`src/hdl/arena_pkg.sv`:
```
// arena package: shared sizes, limits, register map and player state encoding
package arena_pkg;

    // position word
    localparam int xpos_w = 12;

    // right screen edge, left edge is 0
    localparam logic [xpos_w-1:0] x_max = 12'd873;

    // gate bounds after reset, inclusive on both sides
    localparam logic [xpos_w-1:0] gate_lo_rst = 12'd425;
    localparam logic [xpos_w-1:0] gate_hi_rst = 12'd604;

    // frame timing in clock cycles
    // kept tiny so a sim run covers many frames
    localparam int frame_cycles = 24;
    localparam int vsync_cycles = 4;   // vsync high at the start of each frame

    // config register map, 2-bit address
    localparam logic [1:0] reg_gate_lo = 2'd0;
    localparam logic [1:0] reg_gate_hi = 2'd1;
    localparam logic [1:0] reg_restart = 2'd2;   // write-only strobe, data ignored
    // address 3 unused

    // per-player movement state
    typedef enum logic [1:0] {
        st_idle  = 2'd0,
        st_right = 2'd1,
        st_left  = 2'd2
    } player_state_t;

endpackage

```
`src/hdl/arena_top.sv`:
```
// arena motion core: frame timer, gate config and the two player controllers
`timescale 1ns/100ps

module arena_top (
    input  logic                          clk,
    input  logic                          rst_n,
    input  logic                          m_left1,
    input  logic                          m_right1,
    input  logic                          m_left2,
    input  logic                          m_right2,
    input  logic [1:0]                    button_pressed,
    input  logic                          cfg_we,
    input  logic [1:0]                    cfg_addr,
    input  logic [arena_pkg::xpos_w-1:0]  cfg_wdata,
    output logic                          frame_vsync,
    output logic [arena_pkg::xpos_w-1:0]  xpos_player1,
    output logic [arena_pkg::xpos_w-1:0]  xpos_player2,
    output arena_pkg::player_state_t      state_player1,
    output arena_pkg::player_state_t      state_player2
);

    logic                         vsync;
    logic [arena_pkg::xpos_w-1:0] gate_lo;
    logic [arena_pkg::xpos_w-1:0] gate_hi;
    logic                         gate_open;
    logic                         restart;

    frame_timer u_frame_timer (
        .clk   (clk),
        .rst_n (rst_n),
        .vsync (vsync)
    );

    assign frame_vsync = vsync;

    gate_cfg_regs u_gate_cfg_regs (
        .clk            (clk),
        .rst_n          (rst_n),
        .cfg_we         (cfg_we),
        .cfg_addr       (cfg_addr),
        .cfg_wdata      (cfg_wdata),
        .button_pressed (button_pressed),
        .gate_lo        (gate_lo),
        .gate_hi        (gate_hi),
        .gate_open      (gate_open),
        .restart        (restart)
    );

    // player 1 starts at the left edge
    player_move_ctl #(
        .START_X ('0)
    ) u_player1 (
        .clk       (clk),
        .rst_n     (rst_n),
        .vsync     (vsync),
        .m_left    (m_left1),
        .m_right   (m_right1),
        .gate_open (gate_open),
        .restart   (restart),
        .gate_lo   (gate_lo),
        .gate_hi   (gate_hi),
        .xpos      (xpos_player1),
        .state     (state_player1)
    );

    // player 2 at the right edge
    player_move_ctl #(
        .START_X (arena_pkg::x_max)
    ) u_player2 (
        .clk       (clk),
        .rst_n     (rst_n),
        .vsync     (vsync),
        .m_left    (m_left2),
        .m_right   (m_right2),
        .gate_open (gate_open),
        .restart   (restart),
        .gate_lo   (gate_lo),
        .gate_hi   (gate_hi),
        .xpos      (xpos_player2),
        .state     (state_player2)
    );

endmodule

```
`src/hdl/frame_timer.sv`:
```
// frame timer: free-running frame counter producing the vertical sync level
`timescale 1ns/100ps

module frame_timer (
    input  logic clk,
    input  logic rst_n,
    output logic vsync
);

    localparam int cnt_w = $clog2(arena_pkg::frame_cycles);

    logic [cnt_w-1:0] frame_cnt;
    logic [cnt_w-1:0] frame_cnt_nxt;
    logic             vsync_nxt;

    // wrap at the end of the frame
    always_comb begin
        if (frame_cnt == cnt_w'(arena_pkg::frame_cycles - 1)) begin
            frame_cnt_nxt = '0;
        end else begin
            frame_cnt_nxt = frame_cnt + 1'b1;
        end
    end

    // sync level follows the count it goes with
    assign vsync_nxt = (frame_cnt_nxt < cnt_w'(arena_pkg::vsync_cycles));

    always_ff @(posedge clk) begin
        if (!rst_n) begin
            frame_cnt <= '0;
            vsync     <= 1'b1;   // count 0 is inside the sync window
        end else begin
            frame_cnt <= frame_cnt_nxt;
            vsync     <= vsync_nxt;
        end
    end

endmodule

```
`src/hdl/gate_cfg_regs.sv`:
```
// gate config registers: gate bounds, gate-open level and round restart strobe
`timescale 1ns/100ps

module gate_cfg_regs (
    input  logic                          clk,
    input  logic                          rst_n,
    input  logic                          cfg_we,
    input  logic [1:0]                    cfg_addr,
    input  logic [arena_pkg::xpos_w-1:0]  cfg_wdata,
    input  logic [1:0]                    button_pressed,
    output logic [arena_pkg::xpos_w-1:0]  gate_lo,
    output logic [arena_pkg::xpos_w-1:0]  gate_hi,
    output logic                          gate_open,
    output logic                          restart
);

    logic wr_gate_lo;
    logic wr_gate_hi;
    logic wr_restart;

    // address decode
    always_comb begin
        wr_gate_lo = 1'b0;
        wr_gate_hi = 1'b0;
        wr_restart = 1'b0;
        if (cfg_we) begin
            case (cfg_addr)
                arena_pkg::reg_gate_lo: wr_gate_lo = 1'b1;
                arena_pkg::reg_gate_hi: wr_gate_hi = 1'b1;
                arena_pkg::reg_restart: wr_restart = 1'b1;
                default: ;   // addr 3 dropped
            endcase
        end
    end

    // bound registers
    always_ff @(posedge clk) begin
        if (!rst_n) begin
            gate_lo <= arena_pkg::gate_lo_rst;
            gate_hi <= arena_pkg::gate_hi_rst;
        end else begin
            if (wr_gate_lo) begin
                gate_lo <= cfg_wdata;
            end
            if (wr_gate_hi) begin
                gate_hi <= cfg_wdata;
            end
        end
    end

    // restart strobe lasts exactly one cycle per write
    always_ff @(posedge clk) begin
        if (!rst_n) begin
            restart <= 1'b0;
        end else begin
            restart <= wr_restart;
        end
    end

    // either player's button opens the gate for both
    always_ff @(posedge clk) begin
        if (!rst_n) begin
            gate_open <= 1'b0;
        end else begin
            gate_open <= |button_pressed;
        end
    end

endmodule

```
`src/hdl/player_move_ctl.sv`:
```
// player movement controller: steps the horizontal position once per frame
`timescale 1ns/100ps

module player_move_ctl #(
    parameter logic [arena_pkg::xpos_w-1:0] START_X = '0
) (
    input  logic                          clk,
    input  logic                          rst_n,
    input  logic                          vsync,
    input  logic                          m_left,
    input  logic                          m_right,
    input  logic                          gate_open,
    input  logic                          restart,
    input  logic [arena_pkg::xpos_w-1:0]  gate_lo,
    input  logic [arena_pkg::xpos_w-1:0]  gate_hi,
    output logic [arena_pkg::xpos_w-1:0]  xpos,
    output arena_pkg::player_state_t      state
);

    arena_pkg::player_state_t     state_nxt;
    logic [arena_pkg::xpos_w-1:0] xpos_nxt;
    logic [arena_pkg::xpos_w-1:0] target;
    logic                         key_held;
    logic                         on_screen;
    logic                         in_gate;
    logic                         move_ok;
    logic                         vsync_q;
    logic                         frame_edge;

    // vsync edge detect
    // starts high so leaving reset is not taken as a new frame
    always_ff @(posedge clk) begin
        if (!rst_n) begin
            vsync_q <= 1'b1;
        end else begin
            vsync_q <= vsync;
        end
    end

    assign frame_edge = vsync && !vsync_q;

    // state and position only move on the frame edge
    always_ff @(posedge clk) begin
        if (!rst_n || restart) begin
            state <= arena_pkg::st_idle;
            xpos  <= START_X;
        end else if (frame_edge) begin
            state <= state_nxt;
            xpos  <= xpos_nxt;
        end
    end

    // state decode: direction of travel and the key that keeps it going
    always_comb begin
        state_nxt = state;
        target    = xpos;
        key_held  = 1'b0;
        case (state)
            arena_pkg::st_idle: begin
                if (m_right) begin
                    state_nxt = arena_pkg::st_right;
                end else if (m_left) begin
                    state_nxt = arena_pkg::st_left;
                end
            end
            arena_pkg::st_right: begin
                target   = xpos + 1'b1;
                key_held = m_right;
                if (!m_right) begin
                    state_nxt = arena_pkg::st_idle;
                end
            end
            arena_pkg::st_left: begin
                target   = xpos - 1'b1;   // wraps below 0, caught by the screen check
                key_held = m_left;
                if (!m_left) begin
                    state_nxt = arena_pkg::st_idle;
                end
            end
            default: begin
                state_nxt = arena_pkg::st_idle;
            end
        endcase
    end

    // limits on the step
    assign on_screen = (target <= arena_pkg::x_max);
    assign in_gate   = (target >= gate_lo) && (target <= gate_hi);
    assign move_ok   = key_held && on_screen && (!in_gate || gate_open);

    // idle never moves since key_held stays low there
    assign xpos_nxt = move_ok ? target : xpos;

endmodule

```
`config.mk`:
```
export PLATFORM = sky130hd
export DESIGN_NAME = arena_top
export DESIGN_NICKNAME = d
export VERILOG_FILES = /design/src/hdl/arena_pkg.sv /design/src/hdl/arena_top.sv /design/src/hdl/frame_timer.sv /design/src/hdl/gate_cfg_regs.sv /design/src/hdl/player_move_ctl.sv
export SDC_FILE = /design/constraint.sdc
export NUM_CORES = 1
export LEC_CHECK = 0
export BUFFER_PORTS_ARGS = -buffer_cell sky130_fd_sc_hd__buf_2
export CAP_MARGIN = 30
export CORE_UTILIZATION = 30
export CTS_CLUSTER_SIZE = 20
export DETAILED_ROUTE_END_ITERATION = 8
export GPL_ROUTABILITY_DRIVEN = 0
export SLEW_MARGIN = 30
export SYNTH_ARGS = -nofsm -noshare
export SYNTH_HDL_FRONTEND = slang
export SYNTH_SLANG_ARGS = --single-unit
```
`constraint.sdc`:
```
create_clock -name clk -period 6.1 [get_ports clk]
set_input_delay 0.305 -clock clk [delete_from_list [all_inputs] [get_ports clk]]
set_output_delay 0.305 -clock clk [all_outputs]
set_load 0.1 [all_outputs]
```
# Yosys cells after proc, flatten, opt, wreduce, memory -nomap -nowiden
# Index checks and enable logic that the tools add are counted.
[word_totals]
in_bits = 23
wordCells = 79
register_bits = 61
[op_classes]
n_eq_ne = 13
add_sub_neg = 5
n_lt_le_gt_ge = 7
reduce_logical = 23
n_mux = 20
[op_table]
columns = ["op", "n"]
rows = [
  ["$pmux 12 s2", 2],
  ["$add 12x1->12 const B", 2],
  ["$ge 12x12->1", 2],
  ["$le 12x10->1 const B", 2],
  ["$le 12x12->1", 2],
  ["$sub 12x1->12 const B", 2],
  ["$mux 2", 8],
  ["$pmux 2 s3", 2],
  ["$ne 2x2->1 const B", 4],
  ["$reduce_and 4->1", 2],
  ["$logic_and 1x1->1", 7],
  ["$eq 2x1->1 const B", 3],
  ["$eq 2x2->1 const B", 3],
  ["$logic_not 2->1", 3],
  ["$ne 3x3->1 const B", 2],
  ["$reduce_and 2->1", 3],
  ["$add 5x1->5 const B", 1],
  ["$eq 5x5->1 const B", 1],
  ["$lt 5x3->1 const B", 1],
  ["$mux 1", 5],
  ["$mux 5", 1],
  ["$logic_not 1->1", 4],
  ["$pmux 1 s2", 2],
  ["$logic_or 1x1->1", 3],
  ["$reduce_or 2->1", 1],
]

# Longest topological paths before layout
[depth]
word_depth = 8
mapped_depth = 22

# Cells and area by module
# Synthesis repeated with hierarchy kept, for this count alone.
[hier_totals]
hier_cells = 734
area_unflattened_um2 = 5924.4
[by_module_without_submodules]
columns = ["mod", "cells_each", "n_inst", "seq_area_each_um2", "area_per_inst_um2"]
rows = [
  ["player_move_ctl at u_player1", 296, 1, 300.3, 2311.0],
  ["player_move_ctl at u_player2", 306, 1, 300.3, 2267.2],
  ["gate_cfg_regs", 108, 1, 520.5, 1108.6],
  ["frame_timer", 24, 1, 120.1, 237.7],
]

# Worst setup path after synthesis
# OpenSTA, ideal clock, no wires.
[synth_timing]
path_kind = "flip-flop to flip-flop"
from = "register u_player2.state[0]"
to = "register u_player2.xpos[9] (netlist name)"
synth_period_minus_slack_ps = 5684
required_time_ps = 5980
arrival_ps = 5564
n_path_buf = 3
path_stages_with_launch = 23
setup_slack_ps = 416
cell_sequence = "dfxtp_1 > inv_1 > ha_1 > buf_2 > buf_2 > buf_2 > xor2_1 > ha_1 > a21boi_0 > o22ai_1 > nor3_1 > o41ai_1 > xnor2_1 > mux2i_1 > ha_1 > nand4_1 > or4_1 > a311oi_1 > a21oi_1 > a32oi_4 > nand2_4 > or3_1 > o31a_1"
[synth_via]
elab_chain_cells = 8
word_cells_on_any_way = 13
classes_between = "order compare: 3; eq/ne: 2; mux: 2; reduce/logical: 6"
[synth_lines]
columns = ["item", "line", "source"]
rows = [
  ["from (decl)", "player_move_ctl.sv:17", "output arena_pkg::player_state_t state"],
  ["from (signal assigned)", "player_move_ctl.sv:45", "state <= arena_pkg::st_idle;"],
  ["from (signal assigned)", "player_move_ctl.sv:48", "state <= state_nxt;"],
  ["$eq 2x2->1 or $eq 2x1->1 (tied branches)", "player_move_ctl.sv:58", "case (state)"],
  ["$pmux 12 s2 (*)", "player_move_ctl.sv:58", ""],
  ["net u_player2.target, one bit", "player_move_ctl.sv:22", "logic [arena_pkg::xpos_w-1:0] target;"],
  ["$ge 12x12->1 or $le 12x12->1 (tied branches)", "player_move_ctl.sv:88", "assign in_gate = (target >= gate_lo) && (target <= gate_hi);"],
  ["$logic_and 1x1->1", "player_move_ctl.sv:88", ""],
  ["$logic_not 1->1", "player_move_ctl.sv:89", "assign move_ok = key_held && on_screen && (!in_gate || gate_open);"],
  ["$logic_or 1x1->1", "player_move_ctl.sv:89", ""],
  ["$logic_and 1x1->1 (*)", "player_move_ctl.sv:89", ""],
  ["$reduce_and 2->1 (no source line) (*)", "-", ""],
  ["to (signal assigned)", "player_move_ctl.sv:49", "xpos <= xpos_nxt;"],
  ["to (decl)", "player_move_ctl.sv:16", "output logic [arena_pkg::xpos_w-1:0] xpos,"],
]
# The timed path passes the listed nets; every way through them passes the cells marked *.
# A chain may end at the register's enable or synchronous reset.

# Worst setup path after layout
[layout_timing]
from = "register u_player2.state[0]"
to = "register u_player2.xpos[1] (netlist name)"
# Same word-level chain as after synthesis.

==> reports/metrics.yaml <==
mostFrequentLayoutCell: "nand2_1"
critical_path.max_fanout: 9
holdPathStages: 2
async_flop_share_pct: 0
fp.dieW_um: 139
grt_max_degree: 35
cp_data_arrival_time_ps: 5070
drt_iter0_drc: 375
rrSetupSlack_ps: 1300
syn_area_per_cell_um2: 8.01
cts_buffers: 9
antenna_found_initial: 0
dp_cells: 941
worst_pin_slew_ps: 648
place_area_mm2: 0.00598
ys_ff_latch: 61
initial_core_util_pct: 31.0
grt_pass1_wl_mm: 25.0
path_delay_family: "compound AO/OA/AOI/OAI gates"
cts_setup_buffers: 0
timing.hold.ws_ps: 165
critPathRequiredTime_ps: 6370
hpwlAfterDp_mm: 11.5
ctsHoldBuffers: 0
slew_violations: 0
finalWorstPathRequiredPeriod_ps: 4800
synth-edff-count: 0
layout_common_cells: "nand2_1, dfxtp_1, ha_1"
fin_area_mm2: 0.00627
synthToLayoutAreaGrowth_pct: 11.4
fin_skew_ps: 8.22
hp-start: "button_pressed[0]"
reg2reg_from: "u_player2.state[0]$_SDFFE_PP0P_"
synth_cell_types: 84
min_to: "u_gate_cfg_regs.gate_open$_SDFF_PN0_"
status: "complete, no violations"
fmax_ghz: 0.208
fill_cells: 1940
drcViolationCount: 0
cp.depth: 19
finalNonFillerCells: 957
crit_chain: "inv_1 > ha_1 > xor2_1 > ha_1 > a21boi_0 > o22ai_1 > nor3_1 > o41ai_1 > xnor2_1 > mux2i_1 > ha_1 > nand4_1 > or4_1 > a311oi_1 > a21oi_1 > a32oi_4 > nand2_4 > a21oi_2 > mux2i_1"
hold_class: "in -> reg"
antenna_left: 0
yosys_warnings: 0
max_cap_viol_count: 0
finalHoldViolations: 0
critPathLaunchType: "flip-flop"
clkTransAtPathRegs_ps: 60
synth.cell_area_mm2: 0.00563
worstSetupPathType: "reg -> reg"
r2r_cells: 19
path_common_cell: "ha_1"
grt_pass1_vias: 4808
pin_count: 52
path_buf_inv: 1
die_area_mm2: 0.0193
power.density_mw_per_mm2: 164
setup_violations: 0
coreArea_mm2: 0.0181
ctsResizeCount: 0
slew_headroom_pct: 56.8
worst_setup_path_end_kind: "flip-flop"
clkSinkCount: 61
r2r_end: "u_player2.xpos[1]$_SDFFE_PP0P_"
p_leak_nw: 2.47
drt_wl_total_mm: 15.2
ys.flop_type: "dfxtp_1"
tns_ps: 0
fin_ws_ps: 1300
clk_path_buf_depth: 2
post-place-ws_ps: 1340
clkLatencyLatePin_ps: 340
root_buffer: "clkbuf_16"
dr.pass1.iters: 7
nNetsFinal: 805
syn_inst: 703
synthesis.nets: 785
htree_levels: 3
seq_area_frac_synth_pct: 21.7
drive_gt1_share_pct: 13.3
cpPeakStageDelay_ps: 490
viasPerCell: 5.43
grt_usage_pct: 16.1
grt-ovfl-total: 0
cts_tree: "built"
die_h_um: 139
peakVddDrop_mv: 0.123
cp_slowest_cell: "or4_1"
num_rows: 49
rsz0062_at_grt: "false"
antenna_cells: 0
vias: 5195
wl_per_cell_um: 15.9
final_util_pct: 34.6
io_buffers: 51
period_share_pct: 78.7
finalPower_mw: 1.03
synth_stat cells, types with 12 or more instances:
| cell type | count | area [µm²] |
|---|---|---|
| xnor2_1 | 18 | 158 |
| nor3_1 | 20 | 100 |
| o21ai_0 | 22 | 110 |
| nand3_1 | 17 | 85.1 |
| nor2b_1 | 12 | 75.1 |
| a211oi_1 | 14 | 105 |
| inv_1 | 48 | 180 |
| buf_2 | 15 | 75.1 |
| a21oi_1 | 31 | 155 |
| mux2i_1 | 23 | 230 |
| nor2_1 | 24 | 90.1 |
| a21boi_0 | 17 | 128 |
| ha_1 | 59 | 738 |
| nand2_1 | 83 | 312 |
| clkbuf_1 | 24 | 90.1 |
| o211ai_1 | 18 | 135 |
| nand2b_1 | 16 | 100 |
| dfxtp_1 | 61 | 1220 |
per-layer routing:
metal  routed length (µm)  part of all wire, %  vias to the layer above  GRT usage, %
li1                     -                    -                     2611             -
met1                 7500                   49                     2409          22.5
met2                 6540                   43                      152          24.3
met3                  815                  5.4                       23          2.69
met4                  319                  2.1                        0          6.84
met5                    0                    0                        -             0
worst max path at each step:
stage                                     from                        endpoint  slack (ps)
2_1_floorplan  u_player2.state[0]$_SDFFE_PP0P_  u_player2.xpos[9]$_SDFFE_PP1P_         420
3_5_place_dp   u_player2.state[0]$_SDFFE_PP0P_  u_player2.xpos[1]$_SDFFE_PP0P_        1340
4_1_cts        u_player2.state[0]$_SDFFE_PP0P_  u_player2.xpos[1]$_SDFFE_PP0P_        1330
6_report       u_player2.state[0]$_SDFFE_PP0P_  u_player2.xpos[1]$_SDFFE_PP0P_        1300
3_3_place_gp   u_player2.state[0]$_SDFFE_PP0P_  u_player2.xpos[9]$_SDFFE_PP1P_        1480
5_1_grt        u_player2.state[0]$_SDFFE_PP0P_  u_player2.xpos[4]$_SDFFE_PP0P_         900
final cells by class:
type | instances | area, µm² | area share, %
Inverter | 48 | 180 | 2.87
Clock inverter | 7 | 66.3 | 1.06
Multi-Input combinational cell | 548 | 4010 | 63.9
Timing Repair Buffer | 55 | 285 | 4.55
Sequential cell | 61 | 1220 | 19.5
Clock buffer | 9 | 225 | 3.59
Tap cell | 229 | 287 | 4.57
sequential cells by signal, indices dropped and copies added, names as in the netlist, 2 cells and up:
register,cells
u_gate_cfg_regs.gate_hi,12
u_gate_cfg_regs.gate_lo,12
u_player1.xpos,12
u_player2.xpos,12
u_frame_timer.frame_cnt,5
u_player1.state,2
u_player2.state,2
power breakdown:
group / total, mW / internal (mW) / switching (mW)
combinational: 0.102 / 0.0385 / 0.0639
clock: 0.511 / 0.313 / 0.197
sequential: 0.415 / 0.409 / 0.00645
total: 1.03 / 0.761 / 0.268
logic make-up (layout without fill, tap and decap cells):
| logic type | Yosys count | after routing | synth area share (%) |
|---|---|---|---|
| simple gates | 250 | 250 | 24.7 |
| compound gates | 187 | 187 | 24.3 |
| fa+ha+maj | 59 | 59 | 13.1 |
| flops | 61 | 61 | 21.7 |
| xor+xnor | 27 | 27 | 4.33 |
| buf+inv | 94 | 119 | 7.33 |
| mux | 25 | 25 | 4.49 |
(Power assumes the default switching activity.)
